### src/include/cpu_macros.svh
`ifndef CPU_MACROS_SVH
`define CPU_MACROS_SVH

// ram depth, in 128-bit lines
`define MEM_LINES 256

// first fetch address once run goes high
`define RESET_PC 32'h0000_0000

// longest wait for an ack, in clock cycles
`define ACK_TIMEOUT 32

`endif

### src/source/cpu_pkg.sv
`include "cpu_macros.svh"

package cpu_pkg;

   // line index width follows the ram depth
   localparam int LINE_AW = $clog2(`MEM_LINES);

   typedef logic [31:0] word_t;
   // four words per line, word 0 in the low bits
   typedef logic [127:0] line_t;
   typedef logic [LINE_AW-1:0] line_addr_t;

   // rv32i major opcodes
   localparam logic [6:0] OPC_LUI    = 7'b0110111;
   localparam logic [6:0] OPC_OPIMM  = 7'b0010011;
   localparam logic [6:0] OPC_OP     = 7'b0110011;
   localparam logic [6:0] OPC_LOAD   = 7'b0000011;
   localparam logic [6:0] OPC_STORE  = 7'b0100011;
   localparam logic [6:0] OPC_BRANCH = 7'b1100011;
   localparam logic [6:0] OPC_JAL    = 7'b1101111;

   typedef enum logic [3:0] {
      op_lui,
      op_addi,
      op_xori,
      op_add,
      op_sub,
      op_xor,
      op_and,
      op_or,
      op_lw,
      op_sw,
      op_beq,
      op_bne,
      op_jal,
      op_illegal
   } op_t;

   // pick one 32-bit word out of a line
   function automatic word_t line_word(input line_t line, input logic [1:0] idx);
      return line[idx*32 +: 32];
   endfunction

endpackage

### src/source/mem_if.sv
`timescale 1ns/1ps

interface mem_if;
   import cpu_pkg::*;

   // request side, held stable until ack
   logic       req;
   logic       we;
   line_addr_t addr;
   line_t      wdata;
   // one strobe bit per word of the line
   logic [3:0] wstrb;

   // response side, rdata valid only with ack
   line_t      rdata;
   logic       ack;

   modport client (output req, we, addr, wdata, wstrb, input rdata, ack);
   modport server (input req, we, addr, wdata, wstrb, output rdata, ack);

endinterface

### src/source/fetch_unit.sv
`timescale 1ns/1ps

module fetch_unit (
   input  logic           CLK,
   input  logic           rst_n,
   input  logic           run,
   input  cpu_pkg::word_t fetch_pc,
   input  logic           fetch_go,
   output cpu_pkg::word_t instr,
   output logic           instr_valid,
   mem_if.client          ifetch_bus
);
   import cpu_pkg::*;

   line_t      line_buf;
   line_addr_t tag;
   line_addr_t pc_line;
   line_addr_t miss_addr;
   logic [1:0] word_sel;
   logic       buf_vld;
   logic       run_q;
   logic       req_q;
   logic       hit;

   assign pc_line = fetch_pc[LINE_AW+3:4];
   assign hit     = buf_vld && (tag == pc_line);

   always_ff @(posedge CLK or negedge rst_n) begin
      if (!rst_n) begin
         run_q       <= 1'b0;
         buf_vld     <= 1'b0;
         req_q       <= 1'b0;
         instr_valid <= 1'b0;
      end else begin
         run_q       <= run;
         instr_valid <= 1'b0;
         // program may have changed while run was low
         if (run && !run_q) buf_vld <= 1'b0;
         if (fetch_go && hit) instr_valid <= 1'b1;
         else if (fetch_go) req_q <= 1'b1;
         // refill done, buffer valid again
         if (req_q && ifetch_bus.ack) begin
            req_q       <= 1'b0;
            buf_vld     <= 1'b1;
            instr_valid <= 1'b1;
         end
      end
   end

   // line buffer and instruction word
   always_ff @(posedge CLK) begin
      if (fetch_go) begin
         word_sel  <= fetch_pc[3:2];
         miss_addr <= pc_line;
         instr     <= line_word(line_buf, fetch_pc[3:2]);
      end
      if (req_q && ifetch_bus.ack) begin
         line_buf <= ifetch_bus.rdata;
         tag      <= miss_addr;
         instr    <= line_word(ifetch_bus.rdata, word_sel);
      end
   end

   // read only channel
   assign ifetch_bus.req   = req_q;
   assign ifetch_bus.we    = 1'b0;
   assign ifetch_bus.addr  = miss_addr;
   assign ifetch_bus.wdata = '0;
   assign ifetch_bus.wstrb = 4'b0000;

endmodule

### src/flat_wrapper.sv
// flat-port wrapper written by rule: the top's interface ports become plain ports
module fetch_unit_flat import cpu_pkg::*;
  (CLK, rst_n, run, fetch_pc, fetch_go, instr, instr_valid, ifetch_bus_req, ifetch_bus_we, ifetch_bus_addr, ifetch_bus_wdata, ifetch_bus_wstrb, ifetch_bus_rdata, ifetch_bus_ack);
  mem_if ifetch_bus_i ();
  input  logic CLK;
  input  logic rst_n;
  input  logic run;
  input  cpu_pkg::word_t fetch_pc;
  input  logic fetch_go;
  output cpu_pkg::word_t instr;
  output logic instr_valid;
  output wire logic [$bits(ifetch_bus_i.req)-1:0] ifetch_bus_req;
  output wire logic [$bits(ifetch_bus_i.we)-1:0] ifetch_bus_we;
  output wire logic [$bits(ifetch_bus_i.addr)-1:0] ifetch_bus_addr;
  output wire logic [$bits(ifetch_bus_i.wdata)-1:0] ifetch_bus_wdata;
  output wire logic [$bits(ifetch_bus_i.wstrb)-1:0] ifetch_bus_wstrb;
  input wire logic [$bits(ifetch_bus_i.rdata)-1:0] ifetch_bus_rdata;
  input wire logic [$bits(ifetch_bus_i.ack)-1:0] ifetch_bus_ack;
  assign ifetch_bus_req = ifetch_bus_i.req;
  assign ifetch_bus_we = ifetch_bus_i.we;
  assign ifetch_bus_addr = ifetch_bus_i.addr;
  assign ifetch_bus_wdata = ifetch_bus_i.wdata;
  assign ifetch_bus_wstrb = ifetch_bus_i.wstrb;
  assign ifetch_bus_i.rdata = ifetch_bus_rdata;
  assign ifetch_bus_i.ack = ifetch_bus_ack;
  fetch_unit u_core (.CLK(CLK), .rst_n(rst_n), .run(run), .fetch_pc(fetch_pc), .fetch_go(fetch_go), .instr(instr), .instr_valid(instr_valid), .ifetch_bus(ifetch_bus_i));
endmodule
### config.mk
export PLATFORM = sky130hd
export DESIGN_NAME = fetch_unit_flat
export DESIGN_NICKNAME = d
export VERILOG_FILES = /design/src/source/cpu_pkg.sv /design/src/source/mem_if.sv /design/src/source/fetch_unit.sv /design/src/flat_wrapper.sv
export VERILOG_INCLUDE_DIRS = /design/src /design/src/include
export SDC_FILE = /design/constraint.sdc
export NUM_CORES = 1
export LEC_CHECK = 0
export BUFFER_PORTS_ARGS = -buffer_cell sky130_fd_sc_hd__buf_4
export CELL_PAD_IN_SITES_DETAIL_PLACEMENT = 1
export CELL_PAD_IN_SITES_GLOBAL_PLACEMENT = 1
export CORE_ASPECT_RATIO = 1.5
export CORE_MARGIN = 1
export CORE_UTILIZATION = 35
export DETAILED_ROUTE_END_ITERATION = 16
export GPL_ROUTABILITY_DRIVEN = 0
export PLACE_DENSITY = 0.86
export SYNTH_ARGS = -nofsm -noshare
export SYNTH_HDL_FRONTEND = slang
export SYNTH_SLANG_ARGS = --single-unit
### constraint.sdc
create_clock -name CLK -period 2.5 [get_ports CLK]
set_clock_uncertainty 0.05 [all_clocks]
set_input_delay 0.5 -clock CLK [delete_from_list [all_inputs] [get_ports CLK]]
set_output_delay 0.5 -clock CLK [all_outputs]
set_load 0.005 [all_outputs]
==> flow_metrics.tcl <==
set metrics [dict create \
    status "completed" \
    drc_errors 0 \
    ant_nets 0 \
    setup_tns_ns 0 \
    synth.top_cell.area_share 0.622 \
    synth_most_common_cell "edfxtp_1" \
    rsz0062_at_grt "no" \
    grt_max_degree 51 \
    num_io_pins 340 \
    irDropWorstVdd_v 0.000443 \
    setup-violations-final 0 \
    wl_um 19600 \
    io_buffers 184 \
    design.core.area_um2 23900 \
    reg2reg_depth 4 \
    fmax_mhz 538 \
    synthFlopType "edfxtp_1" \
    rows 69 \
    cp_data_required_time_ns 2.64 \
    cap_violations 0 \
    num_vias 4568 \
    track_usage 0.164 \
    initial_core_util 0.360 \
    wl_per_cell_um 18.7 \
    min_path_cells 1 \
    synth_area_leaders "edfxtp_1, mux4_2, buf_4" \
    critPathMaxFanout 22 \
    syn_area_um2 8600 \
    criticalPathCategory "flop to flop" \
    overflow 0 \
    die_y_um 194 \
    worstPathCellList "buf_4, mux4_1, nand2_1, nand2_1" \
    critPathLaunchType "flop" \
    synth_area_per_cell_um2 16.6 \
    area_delta_synth_final_pct 22.0 \
    cts_root_buf "clkbuf_16" \
    grt_antenna_before_repair 5 \
    cp.arrival_ns 2.00 \
    drt-pass1-iter-count 4 \
    worst_slew_pin_slew_ns 0.572 \
    relSlewSlack 0.618 \
    cts_buffers 17 \
    cts.htree.levels 4 \
    worstSkewPairLatency_ns 0.43 \
    cts_sinks 182 \
    crit_top_cell "nand2_1" \
    post-cts-setup-buffers 0 \
    ys_async_sr_fraction 0.0220 \
    first_iter_violations 139 \
    powerDensity_nw_per_um2 732 \
    cp_slowest_cell "mux4_1" \
    whs_ns 0.139 \
    clk_pin_slew_ns 0.07 \
    first_global_vias 5083 \
    hold_viol 0 \
    synth_cell_type_count 23 \
    fin_crit_sh 0.744 \
    synthTopCellsByCount "edfxtp_1, buf_4, nand2_1, mux4_2, buf_2" \
    hp-class "primary input to flop" \
    layout-drive-gt1-share 0.406 \
    synth_top_cell_by_area "edfxtp_1" \
    dieWidth_um 130 \
    yosys_warnings 0 \
    dp_slack_ns 0.446 \
    clock_path_buffers 2 \
    dp_hpwl_um 14300 \
    leakagePower_nw 4.24 \
    grt_pass1_wl_um 29400 \
    vias_per_cell 4.34 \
    final.min_clock_period_ns 1.86 \
    synthCells 517 \
    synth_seq_cells 182 \
    slew_violations 0 \
    ys_seq_area_frac 0.633 \
    slowest_delay_ns 0.62 \
    synth_edf_count 178 \
    worstSetupEndpointType "flop" \
    finalWorstSetupSlack_ns 0.640 \
    die_area_um2 25200 \
    cts_tree "built" \
    nNetsFinal 883 \
]
[cells in the final DEF, fill, tap and decap left out, types with 2 or more instances in the layout]
cell,netlist,final
xor2_1,2,2
inv_1,2,2
mux4_1,3,3
mux4_2,61,61
nand2_1,97,97
diode_2,0,3
inv_6,0,4
o21ai_0,2,2
clkinv_4,0,6
edfxtp_1,178,178
dfrtp_1,4,4
buf_12,6,3
conb_1,1,133
buf_4,133,199
clkbuf_16,0,17
inv_8,0,2
bufinv_16,0,3
xnor2_1,6,6
[kinds of logic (layout without fill, tap and decap cells)]
kind of cell,after synthesis,after routing,synth area share
buffers and inverters,156,238,0.141
AND/OR/NAND/NOR,102,102,0.0458
other,1,136,0.000436
flip-flops,182,182,0.633
AO/OA/AOI/OAI,4,4,0.00262
multiplexers,64,64,0.169
XOR/XNOR,8,8,0.00815
[power by group]
part           internal [W]  leakage (nW)  switching [W]
clock network       0.00160         0.304        0.00123
registers           0.00370          1.75      0.0000815
logic              0.000544          2.18       0.000532
total               0.00584          4.24        0.00184
[path summary, 6_finish.rpt]
check	start	to	slack, ns
worst max-delay path	u_core.word_sel[0]$_DFFE_PP_	u_core.instr[31]$_DFFE_PP_	0.64
worst min-delay path	run	u_core.run_q$_DFF_PN0_	0.14
worst max register to register	u_core.word_sel[0]$_DFFE_PP_	u_core.instr[31]$_DFFE_PP_	0.64
worst min register to register	u_core.ifetch_bus.addr[7]$_DFFE_PP_	u_core.tag[7]$_DFFE_PP_	0.42
max in group asynchronous	rst_n	u_core.run_q$_DFF_PN0_	1.94
min in group asynchronous	rst_n	u_core.instr_valid$_DFF_PN0_	0.35
[worst max-delay path: cells and delay by family (launching register included)]
family | cells | cell delay [ns]
buf+inv | 1 | 0.44
flops | 1 | 0.36
mux | 1 | 0.62
simple gates | 2 | 0.13
[repair_timing]
item	CTS	global route
hold buffers	1	0
resized for setup	0	0
hold endpoints to repair	4	0
[routing by layer]
layer | global-route usage | routed length [um] | vias up
met5 | 0 | 19 | -
met2 | 0.305 | 11300 | 190
met3 | 0.0483 | 1190 | 34
li1 | - | - | 2073
met1 | 0.159 | 6510 | 2267
met4 | 0.0857 | 653 | 4
[registers in the layout, summed over array words and instances (netlist names)]
signal	cells
u_core.ifetch_bus.addr	8
u_core.instr_valid	1
u_core.ifetch_bus.req	1
u_core.word_sel	2
u_core.buf_vld	1
u_core.line_buf	128
u_core.tag	8
u_core.instr	32
u_core.run_q	1
[metrics by stage]
stage | total power, W | std cells | cell area, um2 | utilization
finish | 0.00768 | 1053 | 10500 | 0.439
global route | 0.00800 | 1053 | 10500 | 0.439
CTS | 0.00780 | 1050 | 10500 | 0.438
detailed placement | 0.00494 | 1017 | 9860 | 0.412
global placement | 0.00489 | 1017 | 9860 | 0.412
floorplan | 0.00453 | 649 | 9100 | -
[area by class of cell]
cell class	instances	area [um2]
diodes	3	7.51
clock buffers	17	425
clock inverters	15	195
fillers	2465	13400
inverters	3	16.3
multi-input cells	311	2440
flip-flops and latches	182	5450
well taps	319	399
repair buffers	203	1560
Note: power is estimated with default switching activity, not from simulation.
