<file path="config.mk">
export PLATFORM = sky130hd
export DESIGN_NAME = load_store_unit_flat
export DESIGN_NICKNAME = d
export VERILOG_FILES = /design/src/source/cpu_pkg.sv /design/src/source/mem_if.sv /design/src/source/load_store_unit.sv /design/src/flat_wrapper.sv
export VERILOG_INCLUDE_DIRS = /design/src /design/src/include
export SDC_FILE = /design/constraint.sdc
export NUM_CORES = 1
export LEC_CHECK = 0
export CORE_AREA = 2 2 146 148
export CTS_BUF_LIST = sky130_fd_sc_hd__clkbuf_16
export DETAILED_ROUTE_END_ITERATION = 10
export DIE_AREA = 0 0 148 150
export DONT_BUFFER_PORTS = 1
export GPL_TIMING_DRIVEN = 0
export HOLD_SLACK_MARGIN = 0.15
export PLACE_DENSITY_LB_ADDON = 0.05
export REMOVE_ABC_BUFFERS = 1
export SETUP_SLACK_MARGIN = 0.3
export SLEW_MARGIN = 10
export SYNTH_ARGS = -nofsm -noshare
export SYNTH_HDL_FRONTEND = slang
export SYNTH_SLANG_ARGS = --single-unit
</file>
<file path="constraint.sdc">
create_clock -name CLK -period 1.45 [get_ports CLK]
set_input_delay 0.2175 -clock CLK [delete_from_list [all_inputs] [get_ports CLK]]
set_output_delay 0.2175 -clock CLK [all_outputs]
set_load 0.1 [all_outputs]
</file>
<file path="src/include/cpu_macros.svh">
`ifndef CPU_MACROS_SVH
`define CPU_MACROS_SVH

// ram depth, in 128-bit lines
`define MEM_LINES 256

// first fetch address once run goes high
`define RESET_PC 32'h0000_0000

// longest wait for an ack, in clock cycles
`define ACK_TIMEOUT 32

`endif

</file>
<file path="src/source/cpu_pkg.sv">
`include "cpu_macros.svh"

package cpu_pkg;

   // line index width follows the ram depth
   localparam int LINE_AW = $clog2(`MEM_LINES);

   typedef logic [31:0] word_t;
   // four words per line, word 0 in the low bits
   typedef logic [127:0] line_t;
   typedef logic [LINE_AW-1:0] line_addr_t;

   // rv32i major opcodes
   localparam logic [6:0] OPC_LUI    = 7'b0110111;
   localparam logic [6:0] OPC_OPIMM  = 7'b0010011;
   localparam logic [6:0] OPC_OP     = 7'b0110011;
   localparam logic [6:0] OPC_LOAD   = 7'b0000011;
   localparam logic [6:0] OPC_STORE  = 7'b0100011;
   localparam logic [6:0] OPC_BRANCH = 7'b1100011;
   localparam logic [6:0] OPC_JAL    = 7'b1101111;

   typedef enum logic [3:0] {
      op_lui,
      op_addi,
      op_xori,
      op_add,
      op_sub,
      op_xor,
      op_and,
      op_or,
      op_lw,
      op_sw,
      op_beq,
      op_bne,
      op_jal,
      op_illegal
   } op_t;

   // pick one 32-bit word out of a line
   function automatic word_t line_word(input line_t line, input logic [1:0] idx);
      return line[idx*32 +: 32];
   endfunction

endpackage

</file>
<file path="src/source/mem_if.sv">
`timescale 1ns/1ps

interface mem_if;
   import cpu_pkg::*;

   // request side, held stable until ack
   logic       req;
   logic       we;
   line_addr_t addr;
   line_t      wdata;
   // one strobe bit per word of the line
   logic [3:0] wstrb;

   // response side, rdata valid only with ack
   line_t      rdata;
   logic       ack;

   modport client (output req, we, addr, wdata, wstrb, input rdata, ack);
   modport server (input req, we, addr, wdata, wstrb, output rdata, ack);

endinterface

</file>
<file path="src/source/load_store_unit.sv">
`timescale 1ns/1ps

module load_store_unit (
   input  logic           CLK,
   input  logic           rst_n,
   input  logic           ls_go,
   input  logic           ls_we,
   input  cpu_pkg::word_t ls_addr,
   input  cpu_pkg::word_t ls_wdata,
   output cpu_pkg::word_t ls_rdata,
   output logic           ls_done,
   mem_if.client          data_bus
);
   import cpu_pkg::*;

   logic       req_q;
   logic       we_q;
   line_addr_t addr_q;
   line_t      wdata_q;
   logic [3:0] wstrb_q;
   logic [1:0] word_sel;

   always_ff @(posedge CLK or negedge rst_n) begin
      if (!rst_n) begin
         req_q   <= 1'b0;
         ls_done <= 1'b0;
      end else begin
         ls_done <= 1'b0;
         if (ls_go) req_q <= 1'b1;
         if (req_q && data_bus.ack) begin
            req_q   <= 1'b0;
            ls_done <= 1'b1;
         end
      end
   end

   // request payload, captured on ls_go
   always_ff @(posedge CLK) begin
      if (ls_go) begin
         we_q     <= ls_we;
         addr_q   <= ls_addr[LINE_AW+3:4];
         word_sel <= ls_addr[3:2];
         // same word in every lane, strobe picks the real one
         wdata_q  <= {4{ls_wdata}};
         wstrb_q  <= ls_we ? (4'b0001 << ls_addr[3:2]) : 4'b0000;
      end
      if (req_q && data_bus.ack) ls_rdata <= line_word(data_bus.rdata, word_sel);
   end

   assign data_bus.req   = req_q;
   assign data_bus.we    = we_q;
   assign data_bus.addr  = addr_q;
   assign data_bus.wdata = wdata_q;
   assign data_bus.wstrb = wstrb_q;

endmodule

</file>
<file path="src/flat_wrapper.sv">
// flat-port wrapper written by rule: the top's interface ports become plain ports
module load_store_unit_flat import cpu_pkg::*;
  (CLK, rst_n, ls_go, ls_we, ls_addr, ls_wdata, ls_rdata, ls_done, data_bus_req, data_bus_we, data_bus_addr, data_bus_wdata, data_bus_wstrb, data_bus_rdata, data_bus_ack);
  mem_if data_bus_i ();
  input  logic CLK;
  input  logic rst_n;
  input  logic ls_go;
  input  logic ls_we;
  input  cpu_pkg::word_t ls_addr;
  input  cpu_pkg::word_t ls_wdata;
  output cpu_pkg::word_t ls_rdata;
  output logic ls_done;
  output wire logic [$bits(data_bus_i.req)-1:0] data_bus_req;
  output wire logic [$bits(data_bus_i.we)-1:0] data_bus_we;
  output wire logic [$bits(data_bus_i.addr)-1:0] data_bus_addr;
  output wire logic [$bits(data_bus_i.wdata)-1:0] data_bus_wdata;
  output wire logic [$bits(data_bus_i.wstrb)-1:0] data_bus_wstrb;
  input wire logic [$bits(data_bus_i.rdata)-1:0] data_bus_rdata;
  input wire logic [$bits(data_bus_i.ack)-1:0] data_bus_ack;
  assign data_bus_req = data_bus_i.req;
  assign data_bus_we = data_bus_i.we;
  assign data_bus_addr = data_bus_i.addr;
  assign data_bus_wdata = data_bus_i.wdata;
  assign data_bus_wstrb = data_bus_i.wstrb;
  assign data_bus_i.rdata = data_bus_rdata;
  assign data_bus_i.ack = data_bus_ack;
  load_store_unit u_core (.CLK(CLK), .rst_n(rst_n), .ls_go(ls_go), .ls_we(ls_we), .ls_addr(ls_addr), .ls_wdata(ls_wdata), .ls_rdata(ls_rdata), .ls_done(ls_done), .data_bus(data_bus_i));
endmodule
</file>
==> results.py <==
metrics = {
    "yosys": {
        "post-synth-top-area-cell": "sky130_fd_sc_hd__edfxtp_1",
        "synth-seq-area-share": 0.604,
        "ys_async_rst_share": 0.0247,
        "post_synth.cell_area_avg_sq_um": 17.9,
        "mapped_area_sq_um": 4010,
        "ys.flop_type": "sky130_fd_sc_hd__edfxtp_1",
        "synth_edf_count": 79,
        "synth.ff_latch_count": 81,
        "post_synth_most_frequent_cells": "96 x sky130_fd_sc_hd__buf_4, 79 x sky130_fd_sc_hd__edfxtp_1, 30 x sky130_fd_sc_hd__mux4_2",
        "yosys-top-cells-area": "sky130_fd_sc_hd__edfxtp_1 59%, sky130_fd_sc_hd__buf_4 18%, sky130_fd_sc_hd__mux4_2 17%, sky130_fd_sc_hd__buf_12 1.5%, sky130_fd_sc_hd__mux4_1 1.3%",
        "yosys_warnings": 0,
        "number_of_distinct_standard_cells_referenced_by_the_synthesized_netlist": 16,
        "syn_inst": 224,
        "synth.top_cell.area_share": 0.592,
        "synthMostInstantiatedCell": "sky130_fd_sc_hd__buf_4",
    },
    "floorplan": {
        "die-height_um": 150,
        "core_region_area_sq_um": 20700,
        "die_w_um": 148,
        "rows": 53,
        "fp.dieArea_sq_um": 22200,
        "design.portCount": 372,
        "start_util": 0.194,
    },
    "sta": {
        "finalClockSkew_ns": 0.0104,
        "timing.slew.headroom": 0.236,
        "achievable-frequency_ghz": 0.437,
        "finalHoldWorstSlack_ns": -0.0212,
        "timing_worst_slew_pin_value_ns": 1.15,
        "grt_setup_unrepaired": "yes",
        "setup_total_negative_slack_ns": -67.98,
        "timing.final.setup_violations": 193,
        "min_period_over_period": 1.58,
        "final_max_slew_viol_count": 0,
        "period_needed_ns": 2.29,
        "finalHoldViolations": 21,
        "fin_ws_ns": -0.837,
    },
    "placement": {
        "gpl.final_weighted_congestion": 0.670,
        "port_buffers": 0,
        "detailedPlacementHpwl_um": 11200,
        "worst_setup_slack_after_placement_ns": -0.748,
    },
    "critical_path": {
        "critPathLaunchType": "register",
        "critical_path.max_fanout": 2,
        "worst_setup_path_end_kind": "primary output",
        "cp.arrival_ns": 2.07,
        "crit_type": "register to primary output",
        "worst_ep_required_time_ns": 1.23,
    },
    "finish": {
        "drive_gt1_frac": 0.552,
        "final_net_count": 489,
        "area.growth.synth_to_final_pct": 80.9,
    },
    "detailed_routing": {
        "detail-route-antenna-nets": 0,
        "drt-vias-per-instance": 3.83,
        "drc": 0,
        "via_count": 2199,
        "drt_pass1_iterations": 4,
        "detailedRoute.firstIterationViolations": 118,
        "routedWlPerCell_um": 24.6,
        "route.final.wire_length_um": 14100,
    },
    "power": {
        "p_int_w": 0.00565,
        "power_density_nw_per_um2": 1400,
        "p_comb_frac": 0.344,
        "power.ir.vdd_worst_mv": 0.576,
        "clock_power_share": 0.237,
        "sequentialPowerShare": 0.419,
        "netSwitchingFraction": 0.442,
        "switchingPower_w": 0.00448,
        "p_leak_nw": 2.72,
    },
    "global_routing": {
        "grt_remaining_overflow": 0,
        "antenna_found_initial": 2,
        "number_of_global_route_vias_before_repair": 2583,
        "grt_first_pass_wirelength_um": 19300,
        "grt_start_max_net_pins": 49,
        "global_route.usage.total": 0.123,
    },
    "clock_network": {
        "cts_num_sinks": 81,
        "numCtsBuffers": 9,
        "worst_skew_pair.late_latency_ns": 0.35,
        "cts.hold.buffers_added": 47,
        "clk_pin_slew_worst_paths_ns": 0.07,
        "cts_max_level": 3,
        "cts_tree": "done",
        "clock_tree.root_cell": "sky130_fd_sc_hd__clkbuf_16",
        "cts_buffer_depth": 2,
    },
    "run_status": {
        "status": "finished with violations",
        "violations": "hold timing, setup timing",
    },
    "flow_run": {
        "drv.max_cap_violation_count": 0,
    },
    "min_path": {
        "worst_hold_path_type": "input port to register",
    },
}
==> per-stage QoR <==
stage | cell area (sq um) | util | hold WS, ns | power, W | std cells
6_report | 7250 | 0.350 | -0.0212 | 0.0101 | 574
5_1_grt | 7250 | 0.350 | -0.0458 | 0.0104 | 574
4_1_cts | 7250 | 0.351 | -0.0405 | 0.0103 | 572
3_5_place_dp | 6250 | 0.302 | -0.0780 | 0.00759 | 495
3_3_place_gp | 3540 | 0.171 | -0.0780 | 0.00614 | 396
2_1_floorplan | 3200 | - | -0.0781 | 0.00601 | 121
==> logic make-up (layout without fill, tap and decap cells) <==
| logic type | after synthesis | count (layout) | share of synthesized area |
|---|---|---|---|
| buf+inv | 104 | 175 | 0.202 |
| flops | 81 | 81 | 0.604 |
| mux | 33 | 33 | 0.184 |
| other cells | 0 | 2 | 0 |
| simple gates | 6 | 8 | 0.00906 |
==> power groups by stage <==
stage / Combinational [W] / Clock, W / Sequential, W
6_report: 0.00349 / 0.00241 / 0.00424
5_1_grt: 0.00358 / 0.00260 / 0.00426
4_1_cts: 0.00353 / 0.00251 / 0.00426
3_5_place_dp: 0.00326 / 0 / 0.00433
3_3_place_gp: 0.000248 / 0 / 0.00589
2_1_floorplan: 0.000221 / 0 / 0.00579
==> repair_timing <==
action | 4_1_cts | 5_1_grt
pin swaps | 2 | 1
gates cloned | 4 | 0
setup endpoints to repair | 241 | 240
gates resized for setup | 16 | 6
buffers inserted | 10 | 0
hold endpoints to repair | 97 | 47
==> path summary, 6_finish.rpt <==
path,startpoint,slack [ns],depth (start not counted),to
max,u_core.data_bus.wdata[122],-0.84,3,data_bus_wdata[122]
min in group asynchronous,rst_n,0.63,2,u_core.data_bus.req
max in group asynchronous,rst_n,0.66,2,u_core.ls_done
min reg2reg,u_core.data_bus.req,0.82,1,u_core.data_bus.req
max reg2reg,u_core.word_sel[0],-0.08,4,u_core.ls_rdata[10]
min,ls_go,-0.02,0,u_core.data_bus.wdata[98]
==> flip-flops by register name, summed over array words and instances, names as in the netlist <==
name                   count
u_core.data_bus.we         1
u_core.ls_done             1
u_core.data_bus.wdata     32
u_core.ls_rdata           32
u_core.data_bus.addr       8
u_core.word_sel            2
u_core.data_bus.req        1
u_core.data_bus.wstrb      4
==> layer usage <==
metal | global-route usage | routed length (um) | part of all wire | vias up
li1 | - | - | - | 914
met1 | 0.107 | 4030 | 0.29 | 1049
met2 | 0.223 | 7630 | 0.54 | 222
met3 | 0.0863 | 2280 | 0.16 | 14
met4 | 0.0424 | 185 | 0.013 | 0
met5 | 0 | 0 | 0 | -
==> worst max-delay path, stage by stage (launching register included) <==
cell and delay, ns:
sky130_fd_sc_hd__edfxtp_1 1.07, sky130_fd_sc_hd__buf_16 0.26, sky130_fd_sc_hd__buf_16 0.20, sky130_fd_sc_hd__buf_16 0.18
==> final cells by class <==
cell class / count / area [sq um]
timing repair buffer: 158 / 3370
clock buffer: 9 / 225
antenna: 2 / 5.00
fill: 1918 / 13400
sequential: 81 / 2430
inverter: 1 / 3.75
multi-input combinational: 41 / 787
clock inverter: 7 / 86.3
tap: 275 / 344
==> cells in the final DEF (no fill, tap or decap) <==
cell | synthesis | routed
sky130_fd_sc_hd__buf_8 | 0 | 2
sky130_fd_sc_hd__clkbuf_16 | 0 | 14
sky130_fd_sc_hd__nor2_1 | 1 | 1
sky130_fd_sc_hd__dfrtp_4 | 0 | 2
sky130_fd_sc_hd__clkinvlp_4 | 0 | 1
sky130_fd_sc_hd__and3b_1 | 1 | 1
sky130_fd_sc_hd__dlygate4sd3_1 | 0 | 47
sky130_fd_sc_hd__clkinv_4 | 0 | 1
sky130_fd_sc_hd__inv_6 | 0 | 2
sky130_fd_sc_hd__mux2i_1 | 1 | 1
sky130_fd_sc_hd__nand2_1 | 1 | 1
sky130_fd_sc_hd__and2_4 | 0 | 3
sky130_fd_sc_hd__nor3b_1 | 1 | 1
sky130_fd_sc_hd__buf_6 | 1 | 1
sky130_fd_sc_hd__diode_2 | 0 | 2
sky130_fd_sc_hd__buf_4 | 96 | 3
sky130_fd_sc_hd__inv_1 | 1 | 1
sky130_fd_sc_hd__buf_16 | 0 | 94
sky130_fd_sc_hd__edfxtp_1 | 79 | 79
sky130_fd_sc_hd__bufinv_16 | 0 | 1
sky130_fd_sc_hd__mux4_2 | 30 | 32
sky130_fd_sc_hd__buf_12 | 3 | 6
sky130_fd_sc_hd__inv_8 | 0 | 2
sky130_fd_sc_hd__and3_1 | 1 | 1
Power figures use the tool's default switching activity.
