### src/include/cpu_macros.svh
`ifndef CPU_MACROS_SVH
`define CPU_MACROS_SVH

// ram depth, in 128-bit lines
`define MEM_LINES 256

// first fetch address once run goes high
`define RESET_PC 32'h0000_0000

// longest wait for an ack, in clock cycles
`define ACK_TIMEOUT 32

`endif

### src/source/cpu_pkg.sv
`include "cpu_macros.svh"

package cpu_pkg;

   // line index width follows the ram depth
   localparam int LINE_AW = $clog2(`MEM_LINES);

   typedef logic [31:0] word_t;
   // four words per line, word 0 in the low bits
   typedef logic [127:0] line_t;
   typedef logic [LINE_AW-1:0] line_addr_t;

   // rv32i major opcodes
   localparam logic [6:0] OPC_LUI    = 7'b0110111;
   localparam logic [6:0] OPC_OPIMM  = 7'b0010011;
   localparam logic [6:0] OPC_OP     = 7'b0110011;
   localparam logic [6:0] OPC_LOAD   = 7'b0000011;
   localparam logic [6:0] OPC_STORE  = 7'b0100011;
   localparam logic [6:0] OPC_BRANCH = 7'b1100011;
   localparam logic [6:0] OPC_JAL    = 7'b1101111;

   typedef enum logic [3:0] {
      op_lui,
      op_addi,
      op_xori,
      op_add,
      op_sub,
      op_xor,
      op_and,
      op_or,
      op_lw,
      op_sw,
      op_beq,
      op_bne,
      op_jal,
      op_illegal
   } op_t;

   // pick one 32-bit word out of a line
   function automatic word_t line_word(input line_t line, input logic [1:0] idx);
      return line[idx*32 +: 32];
   endfunction

endpackage

### src/source/core_exec.sv
`timescale 1ns/1ps
`include "cpu_macros.svh"

module core_exec (
   input  logic           CLK,
   input  logic           rst_n,
   input  logic           run,
   output cpu_pkg::word_t fetch_pc,
   output logic           fetch_go,
   input  cpu_pkg::word_t instr,
   input  logic           instr_valid,
   output logic           ls_go,
   output logic           ls_we,
   output cpu_pkg::word_t ls_addr,
   output cpu_pkg::word_t ls_wdata,
   input  cpu_pkg::word_t ls_rdata,
   input  logic           ls_done,
   output logic           retire,
   output cpu_pkg::word_t retire_pc,
   output logic [4:0]     retire_rd,
   output cpu_pkg::word_t retire_value,
   output logic           halted
);
   import cpu_pkg::*;

   typedef enum logic [2:0] {S_IDLE, S_FETCH, S_EXEC, S_MEM, S_WB, S_HALT} state_t;

   state_t     state;
   word_t      pc, ir, next_pc, result;
   word_t      rf [32];
   logic       wr_en, halt_req, taken, writes_rd;
   op_t        op;
   logic [4:0] rd, rs1, rs2;
   word_t      rs1_val, rs2_val, alu_out, target;
   word_t      imm_i, imm_s, imm_b, imm_u, imm_j;

   assign fetch_pc = pc;
   assign rd       = ir[11:7];
   assign rs1      = ir[19:15];
   assign rs2      = ir[24:20];
   // x0 always reads zero
   assign rs1_val  = (rs1 == 5'd0) ? '0 : rf[rs1];
   assign rs2_val  = (rs2 == 5'd0) ? '0 : rf[rs2];

   // immediate formats
   assign imm_i = {{20{ir[31]}}, ir[31:20]};
   assign imm_s = {{20{ir[31]}}, ir[31:25], ir[11:7]};
   assign imm_b = {{19{ir[31]}}, ir[31], ir[7], ir[30:25], ir[11:8], 1'b0};
   assign imm_u = {ir[31:12], 12'h000};
   assign imm_j = {{11{ir[31]}}, ir[31], ir[19:12], ir[20], ir[30:21], 1'b0};

   // decode to op_t, anything else is illegal
   always_comb begin
      op = op_illegal;
      case (ir[6:0])
         OPC_LUI: op = op_lui;
         OPC_OPIMM: begin
            if (ir[14:12] == 3'b000) op = op_addi;
            else if (ir[14:12] == 3'b100) op = op_xori;
         end
         OPC_OP: begin
            case ({ir[31:25], ir[14:12]})
               10'b0000000_000: op = op_add;
               10'b0100000_000: op = op_sub;
               10'b0000000_100: op = op_xor;
               10'b0000000_110: op = op_or;
               10'b0000000_111: op = op_and;
               default: op = op_illegal;
            endcase
         end
         OPC_LOAD: if (ir[14:12] == 3'b010) op = op_lw;
         OPC_STORE: if (ir[14:12] == 3'b010) op = op_sw;
         OPC_BRANCH: begin
            if (ir[14:12] == 3'b000) op = op_beq;
            else if (ir[14:12] == 3'b001) op = op_bne;
         end
         OPC_JAL: op = op_jal;
         default: op = op_illegal;
      endcase
   end

   // alu and branch
   always_comb begin
      case (op)
         op_lui:  alu_out = imm_u;
         op_addi: alu_out = rs1_val + imm_i;
         op_xori: alu_out = rs1_val ^ imm_i;
         op_add:  alu_out = rs1_val + rs2_val;
         op_sub:  alu_out = rs1_val - rs2_val;
         op_xor:  alu_out = rs1_val ^ rs2_val;
         op_and:  alu_out = rs1_val & rs2_val;
         op_or:   alu_out = rs1_val | rs2_val;
         op_jal:  alu_out = pc + 32'd4;
         default: alu_out = '0;
      endcase
      taken     = (op == op_jal) || (op == op_beq && rs1_val == rs2_val) ||
                  (op == op_bne && rs1_val != rs2_val);
      target    = (op == op_jal) ? pc + imm_j : pc + imm_b;
      writes_rd = op inside {op_lui, op_addi, op_xori, op_add, op_sub, op_xor,
                             op_and, op_or, op_lw, op_jal};
   end

   // control fsm
   always_ff @(posedge CLK or negedge rst_n) begin
      if (!rst_n) begin
         state        <= S_IDLE;
         pc           <= `RESET_PC;
         ir           <= '0;
         next_pc      <= '0;
         result       <= '0;
         wr_en        <= 1'b0;
         halt_req     <= 1'b0;
         fetch_go     <= 1'b0;
         ls_go        <= 1'b0;
         ls_we        <= 1'b0;
         ls_addr      <= '0;
         ls_wdata     <= '0;
         retire       <= 1'b0;
         retire_pc    <= '0;
         retire_rd    <= 5'd0;
         retire_value <= '0;
         halted       <= 1'b0;
      end else begin
         fetch_go <= 1'b0;
         ls_go    <= 1'b0;
         retire   <= 1'b0;
         case (state)
            S_IDLE: begin
               if (run) begin
                  fetch_go <= 1'b1;
                  state    <= S_FETCH;
               end
            end
            S_FETCH: begin
               if (instr_valid) begin
                  ir    <= instr;
                  state <= S_EXEC;
               end
            end
            S_EXEC: begin
               result   <= alu_out;
               wr_en    <= writes_rd;
               // self jump or bad opcode ends the run
               halt_req <= (op == op_illegal) || (op == op_jal && imm_j == '0);
               next_pc  <= taken ? target : pc + 32'd4;
               if (op == op_lw || op == op_sw) begin
                  ls_go    <= 1'b1;
                  ls_we    <= (op == op_sw);
                  ls_addr  <= rs1_val + ((op == op_sw) ? imm_s : imm_i);
                  ls_wdata <= rs2_val;
                  state    <= S_MEM;
               end else begin
                  state <= S_WB;
               end
            end
            S_MEM: begin
               if (ls_done) begin
                  if (!ls_we) result <= ls_rdata;
                  state <= S_WB;
               end
            end
            S_WB: begin
               retire       <= 1'b1;
               retire_pc    <= pc;
               retire_rd    <= wr_en ? rd : 5'd0;
               retire_value <= (wr_en && rd != 5'd0) ? result : '0;
               pc           <= next_pc;
               if (halt_req) begin
                  halted <= 1'b1;
                  state  <= S_HALT;
               end else begin
                  fetch_go <= 1'b1;
                  state    <= S_FETCH;
               end
            end
            default: state <= S_HALT;
         endcase
      end
   end

   // register file, written at retire
   always_ff @(posedge CLK or negedge rst_n) begin
      if (!rst_n) begin
         for (int i = 0; i < 32; i++) rf[i] <= '0;
      end else if (state == S_WB && wr_en && rd != 5'd0) begin
         rf[rd] <= result;
      end
   end

endmodule

### config.mk
export PLATFORM = sky130hd
export DESIGN_NAME = core_exec
export DESIGN_NICKNAME = d
export VERILOG_FILES = /design/src/source/cpu_pkg.sv /design/src/source/core_exec.sv
export VERILOG_INCLUDE_DIRS = /design/src /design/src/include
export SDC_FILE = /design/constraint.sdc
export NUM_CORES = 2
export LEC_CHECK = 0
export BUFFER_PORTS_ARGS = -buffer_cell sky130_fd_sc_hd__buf_4
export CORE_MARGIN = 1
export CORE_UTILIZATION = 30
export CTS_CLUSTER_DIAMETER = 80
export DETAILED_ROUTE_END_ITERATION = 8
export HOLD_SLACK_MARGIN = 0.08
export RECOVER_POWER = 50
export SETUP_SLACK_MARGIN = 0.4
export SYNTH_ARGS = -nofsm -noshare
export SYNTH_HDL_FRONTEND = slang
export SYNTH_SLANG_ARGS = --single-unit
export TNS_END_PERCENT = 20
### constraint.sdc
create_clock -name CLK -period 9.05 [get_ports CLK]
set_clock_uncertainty 0.05 [all_clocks]
set_input_delay 1.81 -clock CLK [delete_from_list [all_inputs] [get_ports CLK]]
set_output_delay 1.81 -clock CLK [all_outputs]
set_load 0.05 [all_outputs]
==> results.py <==
metrics = {
    "power_and_ir_drop": {
        "total_leakage_power_uw": 0.0385,
        "sequentialPowerShare": 0.330,
        "power_per_cell_area_mw_per_mm2": 291,
        "p_switching_uw": 10500,
        "comb_power_share": 0.433,
        "ir_worst_vdd_mv": 0.291,
        "internal_power_uw": 14100,
        "power.clock.fraction": 0.237,
        "total_power_uw": 24600,
        "power.switching_fraction": 0.428,
    },
    "cells_and_area": {
        "nets": 6165,
        "fin_cells": 9327,
        "area_delta_synth_final_pct": 13.1,
        "mostFrequentLayoutCells": "1284 x sky130_fd_sc_hd__dfrtp_1, 1037 x sky130_fd_sc_hd__mux2_2, 588 x sky130_fd_sc_hd__mux4_2",
        "post_route_cells_drive_above_1_share": 0.381,
        "final_common_cell": "sky130_fd_sc_hd__dfrtp_1",
        "final_util": 0.342,
    },
    "hold_path": {
        "hold_depth": 0,
        "min_from": "rf[993]",
        "hold_path_class": "reg2reg",
        "min_to": "rf[993]",
    },
    "logic_synthesis": {
        "synth.distinct_cells": 83,
        "synth_edf_count": 0,
        "syn_area_mm2": 0.0747,
        "yosys.area.top_type_share": 0.434,
        "synthFlopType": "sky130_fd_sc_hd__dfrtp_1",
        "synth.ff_latch_count": 1295,
        "synth_fp_nets": 6152,
        "post_synth_main_area_contributors": "sky130_fd_sc_hd__dfrtp_1 43%, sky130_fd_sc_hd__mux4_2 18%, sky130_fd_sc_hd__mux2_2 16%",
        "synth_sequential_area_ratio": 0.434,
        "postSynth.asyncResetShare": 1.00,
        "syn-instance-count": 5891,
        "netlist.top_cell.by_area": "sky130_fd_sc_hd__dfrtp_1",
        "yosys_warnings": 0,
        "synth_area_per_cell_um2": 12.7,
    },
    "placed_design": {
        "place_hpwl_mm": 170,
        "post-place-cells": 9071,
        "port_buffers": 238,
        "globalplace.congestion": 0.939,
    },
    "sta": {
        "period_minus_slack_ns": 7.60,
        "final-max-slew-violation-count": 1301,
        "max_freq_mhz": 132,
        "hold_slack_ns": 0.346,
        "final_hold_viol_count": 0,
        "final_setup_tns_ns": 0,
        "timing.max_slew.rel_slack": -2.81,
        "final-setup-viol-count": 0,
        "worst_slew_pin_slew_ns": 5.71,
        "period_share": 0.840,
        "grt_setup_unrepaired": "no",
    },
    "clock_network": {
        "clock_insertion_delay_worst_skew_ns": 0.83,
        "ctsLongestPathBuffers": 3,
        "tritoncts_num_sinks": 1295,
        "postCtsSetupRepairBufs": 0,
        "cts.htree.levels": 4,
        "cts.clk_slew.worst_paths_ns": 0.06,
        "post_cts.resized_instances": 0,
        "master_cell_of_the_clock_root_buffer": "sky130_fd_sc_hd__clkbuf_16",
        "cts_tree": "done",
        "cts_made_buffers": 143,
        "post_cts_hold_buffers": 0,
    },
    "worst_setup_path": {
        "r2r_end": "next_pc[1]",
        "reg2reg_setup_slack_ns": 1.45,
        "reg2regPathDepth": 16,
        "crit_required_ns": 9.67,
        "timing.rr.start": "ir[20]",
        "endpoint_kind": "flop",
        "critPathArrivalTime_ns": 8.22,
        "start_kind": "flop",
        "worst-setup-path-type": "reg2reg",
        "critical_path.max_fanout": 31,
    },
    "routing": {
        "detailed_route_wire_length_mm": 267,
        "num_vias": 53649,
        "drc_errors": 0,
        "detail_route.iter0.violations": 5636,
        "wl_per_cell_um": 28.6,
        "vias_per_cell": 5.75,
        "drtPass1Iterations": 6,
        "drt.antenna.violating_nets": 0,
    },
    "grt": {
        "grt_max_degree": 179,
        "grt_pass1_wl_mm": 388,
        "antenna_found_initial": 7,
        "gr-usage-all-layers": 0.211,
        "globalRoute.totalOverflow": 0,
        "grt_pass1_vias": 54073,
    },
    "run": {
        "max_cap_viol_count": 14,
    },
    "status": {
        "outcome": "finished, violations left",
        "failing_checks": "capacitance limit, slew limit",
    },
    "floorplanning": {
        "top_level_ports": 239,
        "die_w_um": 501,
        "initial_utilization": 0.303,
        "number_of_core_rows": 182,
        "core-area_mm2": 0.247,
        "die_height_um": 501,
        "die-area_mm2": 0.251,
    },
}
-- power groups by stage --
| stage | clock network (uW) | logic, uW | registers [uW] |
|---|---|---|---|
| after global placement | 0 | 10500 | 8110 |
| final | 5820 | 10700 | 8110 |
| after detailed placement | 0 | 10600 | 8180 |
| after floorplan | 0 | 7280 | 7690 |
| after CTS | 5910 | 10600 | 8080 |
| after global routing | 6130 | 11300 | 8240 |
-- routing by layer --
metal  track usage  wire [um]  vias to the layer above
li1              -          -                    22110
met1         0.281     109000                    28359
met3        0.0403      23000                      561
met2         0.332     122000                     2619
met5             0          0                        -
met4        0.0917      12800                        0
-- layout make-up --
class | count | area (um2)
antenna | 1 | 2.50
clock buffer | 201 | 4060
clock inverter | 54 | 515
fill | 23990 | 162000
inverter | 120 | 453
multi-input combinational | 3963 | 39900
sequential | 1295 | 32400
tap | 3312 | 4140
timing repair buffer | 381 | 2950
-- critical path, cell delays in order (launching register included) --
cell and delay (ns):
sky130_fd_sc_hd__dfrtp_4 0.87, sky130_fd_sc_hd__buf_4 0.64, sky130_fd_sc_hd__mux4_2 0.57, sky130_fd_sc_hd__mux4_2 0.50
sky130_fd_sc_hd__mux2i_1 0.73, sky130_fd_sc_hd__nor2_1 0.24, sky130_fd_sc_hd__inv_1 0.20, sky130_fd_sc_hd__ha_1 0.34
sky130_fd_sc_hd__nor3_1 0.24, sky130_fd_sc_hd__nand2_1 0.18, sky130_fd_sc_hd__nor4_1 0.52, sky130_fd_sc_hd__and3_1 0.47
sky130_fd_sc_hd__xnor2_1 0.18, sky130_fd_sc_hd__a31oi_4 0.88, sky130_fd_sc_hd__buf_4 0.43, sky130_fd_sc_hd__mux2i_1 0.26
sky130_fd_sc_hd__o21ai_0 0.09
-- sequential cells by signal (all words and copies together), names as in the netlist --
register      cells
rf             1024
fetch_pc         32
ir               32
ls_addr          32
ls_wdata         32
next_pc          32
result           32
retire_pc        32
retire_value     32
retire_rd         5
state             3
fetch_go          1
halt_req          1
halted            1
ls_go             1
ls_we             1
retire            1
wr_en             1
-- kinds of logic after synthesis --
kind of cell,after synthesis,share of synthesized area
multiplexers,1700,0.344
XOR/XNOR,151,0.0177
adder cells (fa/ha/maj),192,0.0326
AND/OR/NAND/NOR,1043,0.0630
buffers and inverters,633,0.0339
AO/OA/AOI/OAI,877,0.0751
flip-flops,1295,0.434
-- through the flow --
step / setup WS (ns) / cell area, um2
2_1_floorplan: 3.07 / 74700
6_report: 1.45 / 84400
3_3_place_gp: 1.61 / 80100
3_5_place_dp: 1.55 / 80100
5_1_grt: 0.724 / 84400
4_1_cts: 1.53 / 84600
-- Yosys cell counts (8+ instances only) --
cell,n
sky130_fd_sc_hd__a221o_1,10
sky130_fd_sc_hd__nand4_1,20
sky130_fd_sc_hd__o211ai_1,31
sky130_fd_sc_hd__o21bai_1,18
sky130_fd_sc_hd__xnor2_1,107
sky130_fd_sc_hd__o221ai_1,13
sky130_fd_sc_hd__or2_2,18
sky130_fd_sc_hd__buf_1,92
sky130_fd_sc_hd__buf_2,68
sky130_fd_sc_hd__a22o_1,38
sky130_fd_sc_hd__a31oi_1,21
sky130_fd_sc_hd__mux2i_1,74
sky130_fd_sc_hd__nand3b_1,11
sky130_fd_sc_hd__mux4_2,588
sky130_fd_sc_hd__and2_1,11
sky130_fd_sc_hd__o2111ai_1,10
sky130_fd_sc_hd__a211oi_1,38
sky130_fd_sc_hd__nor2_1,208
sky130_fd_sc_hd__a22oi_1,13
sky130_fd_sc_hd__or3_1,19
sky130_fd_sc_hd__a221oi_1,33
sky130_fd_sc_hd__nor4_1,13
sky130_fd_sc_hd__dfrtp_1,1295
sky130_fd_sc_hd__nand2b_1,23
sky130_fd_sc_hd__ha_1,188
sky130_fd_sc_hd__mux2_2,1038
sky130_fd_sc_hd__xor2_1,44
sky130_fd_sc_hd__o21a_1,31
sky130_fd_sc_hd__a2111oi_0,8
sky130_fd_sc_hd__nand3_1,49
sky130_fd_sc_hd__nand2_1,513
sky130_fd_sc_hd__nor2b_1,29
sky130_fd_sc_hd__a21oi_1,237
sky130_fd_sc_hd__clkbuf_1,336
sky130_fd_sc_hd__a21o_1,48
sky130_fd_sc_hd__and3_1,25
sky130_fd_sc_hd__inv_1,118
sky130_fd_sc_hd__o31ai_1,10
sky130_fd_sc_hd__o22ai_1,29
sky130_fd_sc_hd__o21ai_0,229
sky130_fd_sc_hd__buf_4,15
sky130_fd_sc_hd__nor3b_1,11
sky130_fd_sc_hd__nor3_1,58
-- worst max path at each step --
stage | start | to
floorplan | ir[31] | result[31]
global placement | ir[20] | next_pc[8]
detailed placement | ir[20] | next_pc[1]
CTS | ir[20] | next_pc[1]
global route | rst_n | rf[201]
finish | ir[20] | next_pc[1]
No activity file was read; power rests on OpenSTA's default activity.
